<file path="config.mk">
export PLATFORM = sky130hd
export DESIGN_NAME = store_unit_flat
export DESIGN_NICKNAME = d
export VERILOG_FILES = /design/src/source/store_pkg.sv /design/src/source/mem_write_if.sv /design/src/source/memory_region_decoder.sv /design/src/source/store_unit.sv /design/src/flat_wrapper.sv
export VERILOG_INCLUDE_DIRS = /design/src /design/src/source
export SDC_FILE = /design/constraint.sdc
export NUM_CORES = 1
export LEC_CHECK = 0
export BUFFER_PORTS_ARGS = -buffer_cell sky130_fd_sc_hd__buf_2
export CORE_MARGIN = 3
export CORE_UTILIZATION = 41
export DETAILED_ROUTE_END_ITERATION = 8
export PLACE_DENSITY = 0.77
export SLEW_MARGIN = 20
export SYNTH_ARGS = -nofsm -noshare
export SYNTH_HDL_FRONTEND = slang
export SYNTH_SLANG_ARGS = --single-unit
</file>
<file path="constraint.sdc">
create_clock -name clk_i -period 5.68 [get_ports clk_i]
set_clock_uncertainty 0.15 [all_clocks]
set_input_delay 0.568 -clock clk_i [delete_from_list [all_inputs] [get_ports clk_i]]
set_output_delay 0.568 -clock clk_i [all_outputs]
set_load 0.01 [all_outputs]
</file>
<file path="src/source/store_macros.svh">
`ifndef STORE_MACROS_SVH
`define STORE_MACROS_SVH

`define XLEN 32
`define MEM_BYTES 1024

// Memory map, all bounds inclusive.
`define BOOT_REGION_START      32'h0000_0000
`define BOOT_REGION_END        32'h0000_00FF
`define INT_TABLE_REGION_START 32'h0000_0100
`define INT_TABLE_REGION_END   32'h0000_013F
`define CODE_REGION_START      32'h0000_0140
`define CODE_REGION_END        32'h0000_02FF
`define IO_REGION_START        32'h0000_0300
`define IO_REGION_END          32'h0000_03FF

// Cycles from write request to store_done.
`define BUFFERED_LATENCY 1
`define CACHED_LATENCY   2
`define UNCACHED_LATENCY 4

`endif

</file>
<file path="src/source/store_pkg.sv">
package store_pkg;

    //**************************************************************************
    // Core side opcodes and memory access widths
    //**************************************************************************

    typedef enum logic [1:0] {
        SB,                                     // Store byte.
        SH,                                     // Store halfword.
        SW                                      // Store word.
    } store_op_t;

    typedef enum logic [1:0] {
        BYTE,
        HALF_WORD,
        WORD
    } mem_width_t;

    //**************************************************************************
    // Exceptions and the instruction packet
    //**************************************************************************

    typedef enum logic [3:0] {
        NO_EXCEPTION          = 4'd0,
        ILLEGAL_MEMORY_ACCESS = 4'd7            // Store access fault code.
    } exc_vector_t;

    typedef logic [3:0] tag_t;

    typedef struct packed {
        tag_t        tag;
        logic        exception;
        exc_vector_t exception_vector;
    } instr_packet_t;

endpackage : store_pkg

</file>
<file path="src/source/mem_write_if.sv">
`timescale 1ns/1ps

`include "store_macros.svh"

interface mem_write_if import store_pkg::*; ();
    logic [`XLEN-1:0] address;
    logic [`XLEN-1:0] data;
    mem_width_t       width;
    logic             cachable;
    logic             bufferable;
    logic             write;                    // Held high until store_done.
    logic             store_done;               // One cycle pulse per write.

    modport requester (
        output address, data, width, cachable, bufferable, write,
        input  store_done
    );

    modport responder (
        input  address, data, width, cachable, bufferable, write,
        output store_done
    );
endinterface : mem_write_if

</file>
<file path="src/source/memory_region_decoder.sv">
`timescale 1ns/1ps

`include "store_macros.svh"

module memory_region_decoder (
    input  logic [`XLEN-1:0] address_i,
    output logic             cachable_o,
    output logic             bufferable_o,
    output logic             writable_o
);

    logic boot_hit;
    logic int_table_hit;
    logic code_hit;
    logic mapped;

    function automatic logic in_region(input logic [`XLEN-1:0] addr,
                                       input logic [`XLEN-1:0] lo,
                                       input logic [`XLEN-1:0] hi);
        return (addr >= lo) && (addr <= hi);
    endfunction

    assign boot_hit      = in_region(address_i, `BOOT_REGION_START, `BOOT_REGION_END);
    assign int_table_hit = in_region(address_i, `INT_TABLE_REGION_START,
                                     `INT_TABLE_REGION_END);
    assign code_hit      = in_region(address_i, `CODE_REGION_START, `CODE_REGION_END);
    assign mapped        = (address_i <= `IO_REGION_END);      // IO is the top region.

    assign cachable_o   = int_table_hit | code_hit;
    assign bufferable_o = code_hit;
    assign writable_o   = mapped && !boot_hit;   // Boot is read only.

endmodule : memory_region_decoder

</file>
<file path="src/source/store_unit.sv">
`timescale 1ns/1ps

`include "store_macros.svh"

module store_unit import store_pkg::*; (
    input  logic             clk_i,
    input  logic             rst_n_i,
    input  logic             valid_operation_i,
    input  store_op_t        operation_i,
    input  logic [`XLEN-1:0] store_address_i,
    input  logic [`XLEN-1:0] store_data_i,
    input  instr_packet_t    instr_packet_i,
    output instr_packet_t    instr_packet_o,
    output logic             idle_o,
    output logic             done_o,
    mem_write_if.requester   mem
);

    typedef enum logic {IDLE, WAIT_MEM} store_fsm_t;

    logic cachable, bufferable, writable;

    memory_region_decoder region_decoder (
        .address_i    (store_address_i),
        .cachable_o   (cachable),
        .bufferable_o (bufferable),
        .writable_o   (writable)
    );

    //**************************************************************************
    // Registers
    //**************************************************************************

    store_fsm_t       state_crt, state_nxt;
    logic             done_crt, done_nxt;
    logic             write_crt, write_nxt;
    logic [`XLEN-1:0] address_crt, address_nxt;
    logic [`XLEN-1:0] data_crt, data_nxt;
    mem_width_t       width_crt, width_nxt;
    logic             cachable_crt, cachable_nxt;
    logic             bufferable_crt, bufferable_nxt;
    instr_packet_t    packet_crt, packet_nxt;

    always_ff @(posedge clk_i) begin
        if (!rst_n_i) begin
            state_crt <= IDLE;
            done_crt  <= 1'b0;
            write_crt <= 1'b0;
        end else begin
            state_crt <= state_nxt;
            done_crt  <= done_nxt;
            write_crt <= write_nxt;
        end
    end

    always_ff @(posedge clk_i) begin
        address_crt    <= address_nxt;
        data_crt       <= data_nxt;
        width_crt      <= width_nxt;
        cachable_crt   <= cachable_nxt;
        bufferable_crt <= bufferable_nxt;
        packet_crt     <= packet_nxt;
    end

    //**************************************************************************
    // FSM
    //**************************************************************************

    assign idle_o = (state_crt == IDLE) && !done_crt;    // Busy while reporting done.

    always_comb begin
        state_nxt      = state_crt;
        done_nxt       = 1'b0;
        write_nxt      = write_crt;
        address_nxt    = address_crt;
        data_nxt       = data_crt;
        width_nxt      = width_crt;
        cachable_nxt   = cachable_crt;
        bufferable_nxt = bufferable_crt;
        packet_nxt     = packet_crt;

        case (state_crt)
            IDLE: begin
                if (valid_operation_i && idle_o) begin
                    address_nxt    = store_address_i;
                    data_nxt       = store_data_i;
                    cachable_nxt   = cachable;
                    bufferable_nxt = bufferable;
                    packet_nxt     = instr_packet_i;

                    case (operation_i)
                        SB:      width_nxt = BYTE;
                        SH:      width_nxt = HALF_WORD;
                        default: width_nxt = WORD;
                    endcase

                    if (writable) begin
                        state_nxt = WAIT_MEM;
                        write_nxt = 1'b1;
                    end else begin
                        packet_nxt.exception        = 1'b1;   // Refused without a write.
                        packet_nxt.exception_vector = ILLEGAL_MEMORY_ACCESS;
                        done_nxt                    = 1'b1;
                    end
                end
            end

            WAIT_MEM: begin
                if (mem.store_done) begin
                    state_nxt = IDLE;
                    write_nxt = 1'b0;
                    done_nxt  = 1'b1;
                end
            end

            default: state_nxt = IDLE;
        endcase
    end

    assign done_o         = done_crt;
    assign instr_packet_o = packet_crt;

    assign mem.address    = address_crt;
    assign mem.data       = data_crt;
    assign mem.width      = width_crt;
    assign mem.cachable   = cachable_crt;
    assign mem.bufferable = bufferable_crt;
    assign mem.write      = write_crt;

    // The controller may sample the request on any cycle before it answers.
    a_request_stable: assert property (@(posedge clk_i) disable iff (!rst_n_i)
        mem.write && !mem.store_done |=> $stable(mem.address) && $stable(mem.data)
                                          && $stable(mem.width));

    a_done_single: assert property (@(posedge clk_i) disable iff (!rst_n_i)
        done_o |=> !done_o);

endmodule : store_unit

</file>
<file path="src/flat_wrapper.sv">
// flat-port wrapper written by rule: the top's interface ports become plain ports
module store_unit_flat import store_pkg::*;
  (clk_i, rst_n_i, valid_operation_i, operation_i, store_address_i, store_data_i, instr_packet_i, instr_packet_o, idle_o, done_o, mem_address, mem_data, mem_width, mem_cachable, mem_bufferable, mem_write, mem_store_done);
  mem_write_if mem_i ();
  input  logic clk_i;
  input  logic rst_n_i;
  input  logic valid_operation_i;
  input  store_op_t operation_i;
  input  logic [`XLEN-1:0] store_address_i;
  input  logic [`XLEN-1:0] store_data_i;
  input  instr_packet_t instr_packet_i;
  output instr_packet_t instr_packet_o;
  output logic idle_o;
  output logic done_o;
  output wire logic [$bits(mem_i.address)-1:0] mem_address;
  output wire logic [$bits(mem_i.data)-1:0] mem_data;
  output wire logic [$bits(mem_i.width)-1:0] mem_width;
  output wire logic [$bits(mem_i.cachable)-1:0] mem_cachable;
  output wire logic [$bits(mem_i.bufferable)-1:0] mem_bufferable;
  output wire logic [$bits(mem_i.write)-1:0] mem_write;
  input wire logic [$bits(mem_i.store_done)-1:0] mem_store_done;
  assign mem_address = mem_i.address;
  assign mem_data = mem_i.data;
  assign mem_width = mem_i.width;
  assign mem_cachable = mem_i.cachable;
  assign mem_bufferable = mem_i.bufferable;
  assign mem_write = mem_i.write;
  assign mem_i.store_done = mem_store_done;
  store_unit u_core (.clk_i(clk_i), .rst_n_i(rst_n_i), .valid_operation_i(valid_operation_i), .operation_i(operation_i), .store_address_i(store_address_i), .store_data_i(store_data_i), .instr_packet_i(instr_packet_i), .instr_packet_o(instr_packet_o), .idle_o(idle_o), .done_o(done_o), .mem(mem_i));
endmodule
</file>
==> flow_summary.ini, run 1 <==
[cts]
cts_buffers = 9
clock-sinks = 80
cts_tree = yes
ctsResizeCount = 0
clkLatencyLatePin_ps = 330
cts_max_level = 3
clockRootBuffer = clkbuf_8
cts_max_path_buffers = 2
clk_pin_slew_worst_paths_ps = 80
cts_setup_buffers = 0
cts_hold_buffers = 0

[finish]
register_area_um2 = 2370
diodes = 0
final_cell_mix = buf_2 (158), edfxtp_1 (77), clkbuf_8 (9)
drive_gt1_frac = 0.619
num-nets-final = 363
final_util = 0.614
finalInstanceArea_um2 = 3740
fill_cells = 482
mostFrequentLayoutCell = buf_2
multi_input_area_um2 = 264
final_cells = 364
area_growth_syn_to_layout_pct = 41.6

[critical_path]
startpoint_type = register
cp_max_fo = 40
slowest_delay_ps = 600
worstPathRequired_ps = 5510
r2r_slack_ps = 3210
cp_slowest_cell = inv_2
cp-end-kind = register
critical_path_class = reg2reg
reg2reg_to = u_core.mem.address[11]$_DFFE_PP_
r2r_cells = 3
cp_data_arrival_time_ps = 2300
critPathLaunch = u_core.state_crt$_SDFF_PN0_
timing.rr.start = u_core.state_crt$_SDFF_PN0_
crit_chain = or3b_1, inv_2, buf_4

[grt]
grt.total_usage = 0.159
antenna_found_initial = 0
grt_pass1_wl_um = 8760
grt_pass1_vias = 1779
grt_overflow = 0
grt_max_degree = 41

[routing]
drtIter0Drc = 52
wirelength_um = 5880
wl_per_cell_um = 16.2
remaining_drc_errors = 0
drtPass1Iterations = 4
ant_nets = 0
viasPerCell = 4.76
vias = 1733

[sta]
period_minus_slack_ps = 2470
slew_headroom = 0.484
tightest_slew_ps = 773
setup_viol_count_final = 0
period_share = 0.436
finalHoldViolations = 0
fmax_ghz = 0.404
drv_slew = 0
rsz0062_at_grt = false
tns_ps = 0
whs_ps = 254

[synth]
netlist_area_um2 = 2640
synthDistinctLibCells = 22
ys_seq_elements = 80
synth_fp_nets = 194
synth_area_per_cell_um2 = 23.0
synth_warnings = 0
ys_seq_area_frac = 0.897
netlist_instances = 115

[status]
status = finished clean

[place]
dp_cells = 348
port_buffers = 158
dpl.hpwl_um = 4500
placed_cell_area_um2 = 3530
gp_congestion = 0.782

[floorplan]
die_h_um = 86.3
dieArea_um2 = 7450
boundaryPins = 159
die_x_um = 86.3
start_util = 0.434
core-area_um2 = 6100
rows = 28

[power]
leakagePower_nw = 1.57
vdd_drop_max_uv = 180
powerDensity_nw_per_um2 = 327

[hold_path]
min_path_cells = 1
holdCritPathClass = in2reg
worstHoldEndpoint = u_core.mem.data[10]$_DFFE_PP_
worstHoldStart = store_data_i[10]

[run]
cap_violations = 0
==> registers in the layout (all words and copies together) (netlist names) <==
name and count:
u_core.mem.write 1, u_core.mem.width 2, u_core.state_crt 1, u_core.mem.data 32, u_core.instr_packet_o 9, u_core.mem.bufferable 1, u_core.done_o 1, u_core.mem.address 32
u_core.mem.cachable 1
==> layout make-up <==
cell class / instances / share of cell area
clock inverters: 7 / 0.0231
well taps: 75 / 0.0251
inverters: 1 / 0.00100
clock buffers: 9 / 0.0331
multi-input cells: 33 / 0.0705
repair buffers: 159 / 0.213
flip-flops and latches: 80 / 0.634
==> per-stage QoR <==
step	total power [mW]	worst slack, ps
floorplan	0.740	2620
global placement	0.802	2970
finish	1.22	3210
global route	1.28	3060
detailed placement	0.806	2910
CTS	1.24	3190
==> routing by layer <==
layer / global-route usage / share of wire
met1: 0.174 / 0.35
met2: 0.261 / 0.50
met3: 0.0713 / 0.13
met4: 0.0822 / 0.016
met5: 0 / 0
==> how the worst max path moves through the flow <==
stage / to / cells after the start / slack, ps
2_1_floorplan: u_core.instr_packet_o[0]$_SDFFCE_PN1P_ / 2 / 2620
3_3_place_gp: u_core.mem.address[12]$_DFFE_PP_ / 4 / 2970
4_1_cts: u_core.mem.address[10]$_DFFE_PP_ / 3 / 3190
5_1_grt: u_core.mem.address[13]$_DFFE_PP_ / 3 / 3060
6_report: u_core.mem.address[11]$_DFFE_PP_ / 3 / 3210
3_5_place_dp: u_core.mem.address[24]$_DFFE_PP_ / 4 / 2910
==> report_power, final <==
part           total (mW)  switching (mW)  internal, mW
clock               0.433           0.189         0.244
combinational      0.0993          0.0569        0.0423
sequential          0.691         0.00736         0.684
==> logic make-up (layout without fill, tap and decap cells) <==
family,count (synthesis),count (layout),synth area share
AO/OA/AOI/OAI,8,8,0.0227
buffers and inverters,2,176,0.00284
flip-flops,80,80,0.897
AND/OR/NAND/NOR,25,25,0.0771
==> Yosys cell counts <==
cell type / count / area, µm²
inv_1: 1 / 3.75
o311a_1: 1 / 10.0
dfxtp_1: 3 / 60.1
a211oi_1: 1 / 7.51
nand2_1: 3 / 11.3
nor2b_1: 3 / 18.8
nand3b_1: 5 / 37.5
nand2b_1: 1 / 6.26
nor4_4: 3 / 63.8
edfxtp_1: 77 / 2310
o211a_1: 1 / 10.0
o41ai_1: 2 / 17.5
or3b_1: 1 / 8.76
and3_1: 1 / 6.26
nand4_2: 1 / 12.5
nand3_1: 1 / 5.00
clkbuf_1: 1 / 3.75
and4_1: 1 / 8.76
nor2_1: 2 / 7.51
o21ai_0: 3 / 15.0
nor4_1: 2 / 12.5
nor3_1: 1 / 5.00
==> worst max-delay path, delay by kind of cell (launching register included) <==
kind / cells / cell delay, ps
buffers and inverters: 2 / 1150
DFF: 1 / 340
and+or+nand+nor: 1 / 450
No activity file was read; power rests on OpenSTA's default activity.
==> run 2, diff against run 1 <==
Settings changed: ABC_AREA from default to 1, PLACE_DENSITY 0.77 to 0.78.
Clock period 5.68 ns to 2.3 ns, I/O delays scaled along.
==> run 2 against run 1 <==
Against the previous run:
- count of clock-buffer cells in the layout rose by 1
- global-route usage up 5.3 points
- area after synthesis is 1.2% lower
- first-iteration DRC count is 130% higher
- sequential share of layout area fell by 11 points
- non-clock buffer count rose by 76
- cell count rose by 26%
==> flow_summary.ini, run 2 <==
[status]
status = finished clean

[critical_path]
cp_top_family = simple AND/OR/NAND/NOR gates
worstPathBufferInverterCount = 2
cp_max_fo = 8
startpoint_type = input pin
cp_slowest_cell = dlygate4sd3_1
crit_chain = dlygate4sd3_1, buf_2, nor2_1, nand3_1, nor2_2, nand3_2, or2_1
slowest_delay_ps = 560
critical_path_class = in2reg
cp_data_arrival_time_ps = 1730
worstPathRequired_ps = 2250
cp-end-kind = register

[grt]
grt.total_usage = 0.212
grt_pass1_vias = 2184
grt_max_degree = 46
grt_pass1_wl_um = 11300
antenna_found_initial = 0
grt_overflow = 0

[cts]
cts_max_path_buffers = 2
cts_max_level = 3
ctsResizeCount = 0
clkLatencyLatePin_ps = 340
cts_buffers = 9
clock-sinks = 80
clk_pin_slew_worst_paths_ps = 80
clockRootBuffer = clkbuf_8
cts_tree = yes

[synth]
muxShareOfSynthArea = 0
synth_compound_area_frac = 0.00958
yosys-top-cells-count = edfxtp_1 (77), nor2_1 (16), nand2_1 (8)
synth_area_leader_cell = edfxtp_1
yosysMostFrequentCell = edfxtp_1
ys_seq_area_frac = 0.908
synth_top_family_by_area = simple AND/OR/NAND/NOR gates
synth_edf_count = 77
synthDistinctLibCells = 16
ys_seq_elements = 80
yosys.area_share.simple = 0.0709
synthArstFlopShare = 0
synthTopCellsByArea = edfxtp_1 (89%), dfxtp_1 (2.3%), nor2_1 (2.3%)
netlist_instances = 131
synth_xor_xnor_area_share = 0
synth_fp_nets = 210
synth_warnings = 0
synth_ff_type = edfxtp_1
synth_adder_area_share = 0
synth_top_area_frac = 0.885
synth_area_per_cell_um2 = 19.9
netlist_area_um2 = 2610

[hold_path]
holdCritPathClass = in2reg

[sta]
drv_slew = 0
period_share = 0.776
slew_headroom = 0.720
finalHoldViolations = 0
tightest_slew_ps = 420
fmax_ghz = 0.560
period_minus_slack_ps = 1790
setup_viol_count_final = 0
rsz0062_at_grt = false

[finish]
register_area_um2 = 2370
final_cell_mix = buf_2 (158), edfxtp_1 (77), dlygate4sd3_1 (75)
area_growth_syn_to_layout_pct = 72.0
final_cells = 457
mostFrequentLayoutCell = buf_2
drive_gt1_frac = 0.475
fill_cells = 354
num-nets-final = 455
multi_input_area_um2 = 216

[floorplan]
dieArea_um2 = 7370
core-area_um2 = 6060
start_util = 0.431
rows = 28
boundaryPins = 159
die_x_um = 85.8
die_h_um = 85.8

[place]
gp_congestion = 0.744
port_buffers = 158
dp_cells = 365
dpl.hpwl_um = 4860

[power]
finalPower_mw = 3.17
leakagePower_nw = 1.91
vdd_drop_max_uv = 398
powerDensity_nw_per_um2 = 705

[routing]
drtIter0Drc = 120
drtPass1Iterations = 4
wl_per_cell_um = 16.9
ant_nets = 0
vias = 2096
remaining_drc_errors = 0
viasPerCell = 4.59
wirelength_um = 7700

[run]
cap_violations = 0
[run 2: cell count changes after synthesis, sizes merged, moves of 2 or more]
cell    delta
a21oi      +4
inv        +6
nand2      +5
nand3b     -5
nor2      +17
nor2b      -3
nor4       -5
o21ai      -2
o41ai      -2
or2        +5
[run 2: area by class of cell]
class / instances / area share
sequential: 80 / 0.528
clock inverter: 6 / 0.0187
timing repair buffer: 235 / 0.349
tap: 75 / 0.0209
multi-input combinational: 43 / 0.0482
inverter: 7 / 0.00585
antenna: 1 / 0.000557
clock buffer: 10 / 0.0284
[run 2: timing repair]
item | CTS | global route
setup buffers | 0 | 0
hold buffers | 75 | 0
hold endpoints to repair | 76 | 0
endpoints found under the setup margin | 0 | 0
[run 2: kinds of logic (layout without fill, tap and decap cells)]
family / count (synthesis) / count (layout)
flip-flops: 80 / 80
AO/OA/AOI/OAI: 5 / 5
buffers and inverters: 8 / 258
other: 0 / 1
AND/OR/NAND/NOR: 38 / 38
[run 2: per-layer routing]
metal / wire length (µm) / up-vias / track usage
li1: - / 976 / -
met1: 2610 / 995 / 0.210
met2: 4230 / 108 / 0.389
met3: 650 / 17 / 0.0778
met4: 211 / 0 / 0.101
met5: 0 / - / 0
[run 2: tightest hold or removal path, cell delays in order]
cell,delay (ps)
buf_2,80
inv_1,30
nor2_1,80
[run 2: worst paths after layout]
kind	cells after the start	to	start	slack [ps]
worst max register to register	2	u_core.mem.address[18]$_DFFE_PP_	u_core.state_crt$_SDFF_PN0_	770
worst max-delay path	7	u_core.instr_packet_o[0]$_SDFFCE_PN1P_	store_address_i[10]	510
worst min register to register	2	u_core.mem.write$_SDFFE_PN0P_	u_core.mem.write$_SDFFE_PN0P_	350
worst min-delay path	3	u_core.mem.width[0]$_DFFE_PP_	operation_i[0]	40
[run 2: metrics by stage]
stage	setup slack [ps]	setup TNS (ps)	hold WS [ps]	instance area, µm²	util
floorplan	-747	-51270	179	2620	-
global placement	751	0	257	3530	0.582
detailed placement	722	0	258	3530	0.582
CTS	540	0	17.5	4490	0.741
global route	427	0	40.7	4490	0.741
finish	514	0	42.8	4490	0.742
[run 2: report_power, final]
| group | total, mW | switching (mW) | internal, mW |
|---|---|---|---|
| registers | 1.71 | 0.0240 | 1.69 |
| logic | 0.353 | 0.162 | 0.191 |
| clock network | 1.10 | 0.495 | 0.606 |
| total | 3.17 | 0.681 | 2.49 |
==> run 3, diff against run 2 <==
Clock period 2.3 ns to 1.8 ns, I/O delays scaled along.
==> run 3 against run 2 <==
Against the previous run:
- via count up 3.5%
- cell area up 0.53%
- global-route usage up 1.2 points
- critical path depth unchanged
- count of clock-buffer cells in the layout down 1
- power up 24%
- clock power up 17%
- combinational power up 31%
- register-to-register slack worse by 510 ps
- sequential cell count unchanged
- worst hold slack better by 260 ps
==> flow_summary.ini, run 3 (synthesized netlist as in run 2, its figures left out) <==
[status]
status = finished clean

[finish]
register_area_um2 = 2370
finalInstanceArea_um2 = 4520
final_cell_mix = buf_2 (158), dlygate4sd3_1 (77), edfxtp_1 (77)
num-nets-final = 457
mostFrequentLayoutCell = buf_2
final_util = 0.745
area_growth_syn_to_layout_pct = 72.9
multi_input_area_um2 = 236
fill_cells = 359
drive_gt1_frac = 0.483

[floorplan]
die_h_um = 85.8
boundaryPins = 159
start_util = 0.431
die_x_um = 85.8
dieArea_um2 = 7370
rows = 28
core-area_um2 = 6060

[place]
post-place-ws_ps = 269
gp_congestion = 0.731
placed_cell_area_um2 = 3530
port_buffers = 158
dpl.hpwl_um = 4880

[grt]
grt.total_usage = 0.224
busiest_layer = met2
grt_pass1_vias = 2250
met1_usage = 0.208
grt_pass1_wl_um = 11800
antenna_found_initial = 0
use_met2 = 0.429
use_met3 = 0.0692
grt_max_degree = 46
grt_overflow = 0

[power]
swShare = 0.227
finalPower_mw = 3.94
power_frac_comb = 0.117
powerDensity_nw_per_um2 = 872
p_int_mw = 3.04
seq_power_share = 0.555
leakagePower_nw = 1.91
vdd_drop_max_uv = 527
clkPwrFrac = 0.328
p_switching_mw = 0.895

[critical_path]
critPathLaunch = store_address_i[18]
cp_slowest_cell = dlygate4sd3_1
critical_path_class = in2reg
cp_data_arrival_time_ps = 1640
timing.rr.start = u_core.state_crt$_SDFF_PN0_
cp-end-kind = register
cp_max_fo = 8
crit_chain = dlygate4sd3_1, buf_2, nor2_1, nand2_1, nor2_2, nand3_4, or2_1
startpoint_type = input pin
slowest_delay_ps = 570
worstPathRequired_ps = 1740

[sta]
drv_slew = 0
setup_viol_count_final = 0
slew_headroom = 0.712
setup_ws_ps = 98.7
tightest_slew_ps = 432
period_share = 0.945
fmax_ghz = 0.588
finalHoldViolations = 0
rsz0062_at_grt = false
period_minus_slack_ps = 1700

[routing]
remaining_drc_errors = 0
wirelength_um = 8140
viasPerCell = 4.73
ant_nets = 0
drtPass1Iterations = 4
drtIter0Drc = 117
wl_per_cell_um = 17.7
vias = 2170

[cts]
clkLatencyLatePin_ps = 340
clk_pin_slew_worst_paths_ps = 80
clockRootBuffer = clkbuf_8
clock-sinks = 80
cts_buffers = 9
cts_max_path_buffers = 2
cts_max_level = 3
cts_tree = yes
cts_setup_buffers = 0

[run]
cap_violations = 0

[hold_path]
worstHoldStart = valid_operation_i
holdCritPathClass = in2reg
[run 3: power by group through the flow]
stage	clock, mW	sequential [mW]	combinational, mW
global placement	0	2.22	0.307
CTS	1.31	2.18	0.452
floorplan	0	2.28	0.0520
detailed placement	0	2.23	0.317
finish	1.29	2.19	0.462
global route	1.40	2.19	0.494
[run 3: worst max-delay path, delay by kind of cell]
| kind | cells | cell delay [ps] |
|---|---|---|
| buf+inv | 2 | 710 |
| simple gates | 5 | 740 |
[run 3: stage by stage]
step | cells | setup TNS (ps) | hold WS [ps]
finish | 459 | 0 | 300
global route | 458 | 0 | 318
CTS | 458 | 0 | 293
detailed placement | 365 | 0 | 208
global placement | 365 | 0 | 207
floorplan | 131 | -91270 | 129
[run 3: layer usage]
layer  part of all wire  vias to the layer above
li1                   -                      980
met1               0.32                     1037
met2               0.56                      129
met3              0.079                       24
met4              0.038                        0
met5                  0                        -
[run 3: timing repair]
item	4_1_cts	5_1_grt
gates resized for setup	0	4
endpoints found under the setup margin	0	4
hold buffers	77	0
hold endpoints to repair	78	0
[run 3: layout make-up]
class                           instances  share of cell area
Antenna cell                            1            0.000554
Clock buffer                            9              0.0274
Clock inverter                          7              0.0158
Inverter                                7             0.00582
Multi-Input combinational cell         43              0.0523
Sequential cell                        80               0.526
Tap cell                               75              0.0208
Timing Repair Buffer                  237               0.352
[run 3: worst paths after layout]
kind	endpoint	slack [ps]	cells after the start
setup / recovery	u_core.instr_packet_o[2]$_SDFFCE_PN1P_	100	7
hold / removal	u_core.done_o$_SDFF_PN0_	300	5
setup reg to reg	u_core.mem.data[12]$_DFFE_PP_	260	2
hold reg to reg	u_core.mem.write$_SDFFE_PN0P_	330	2
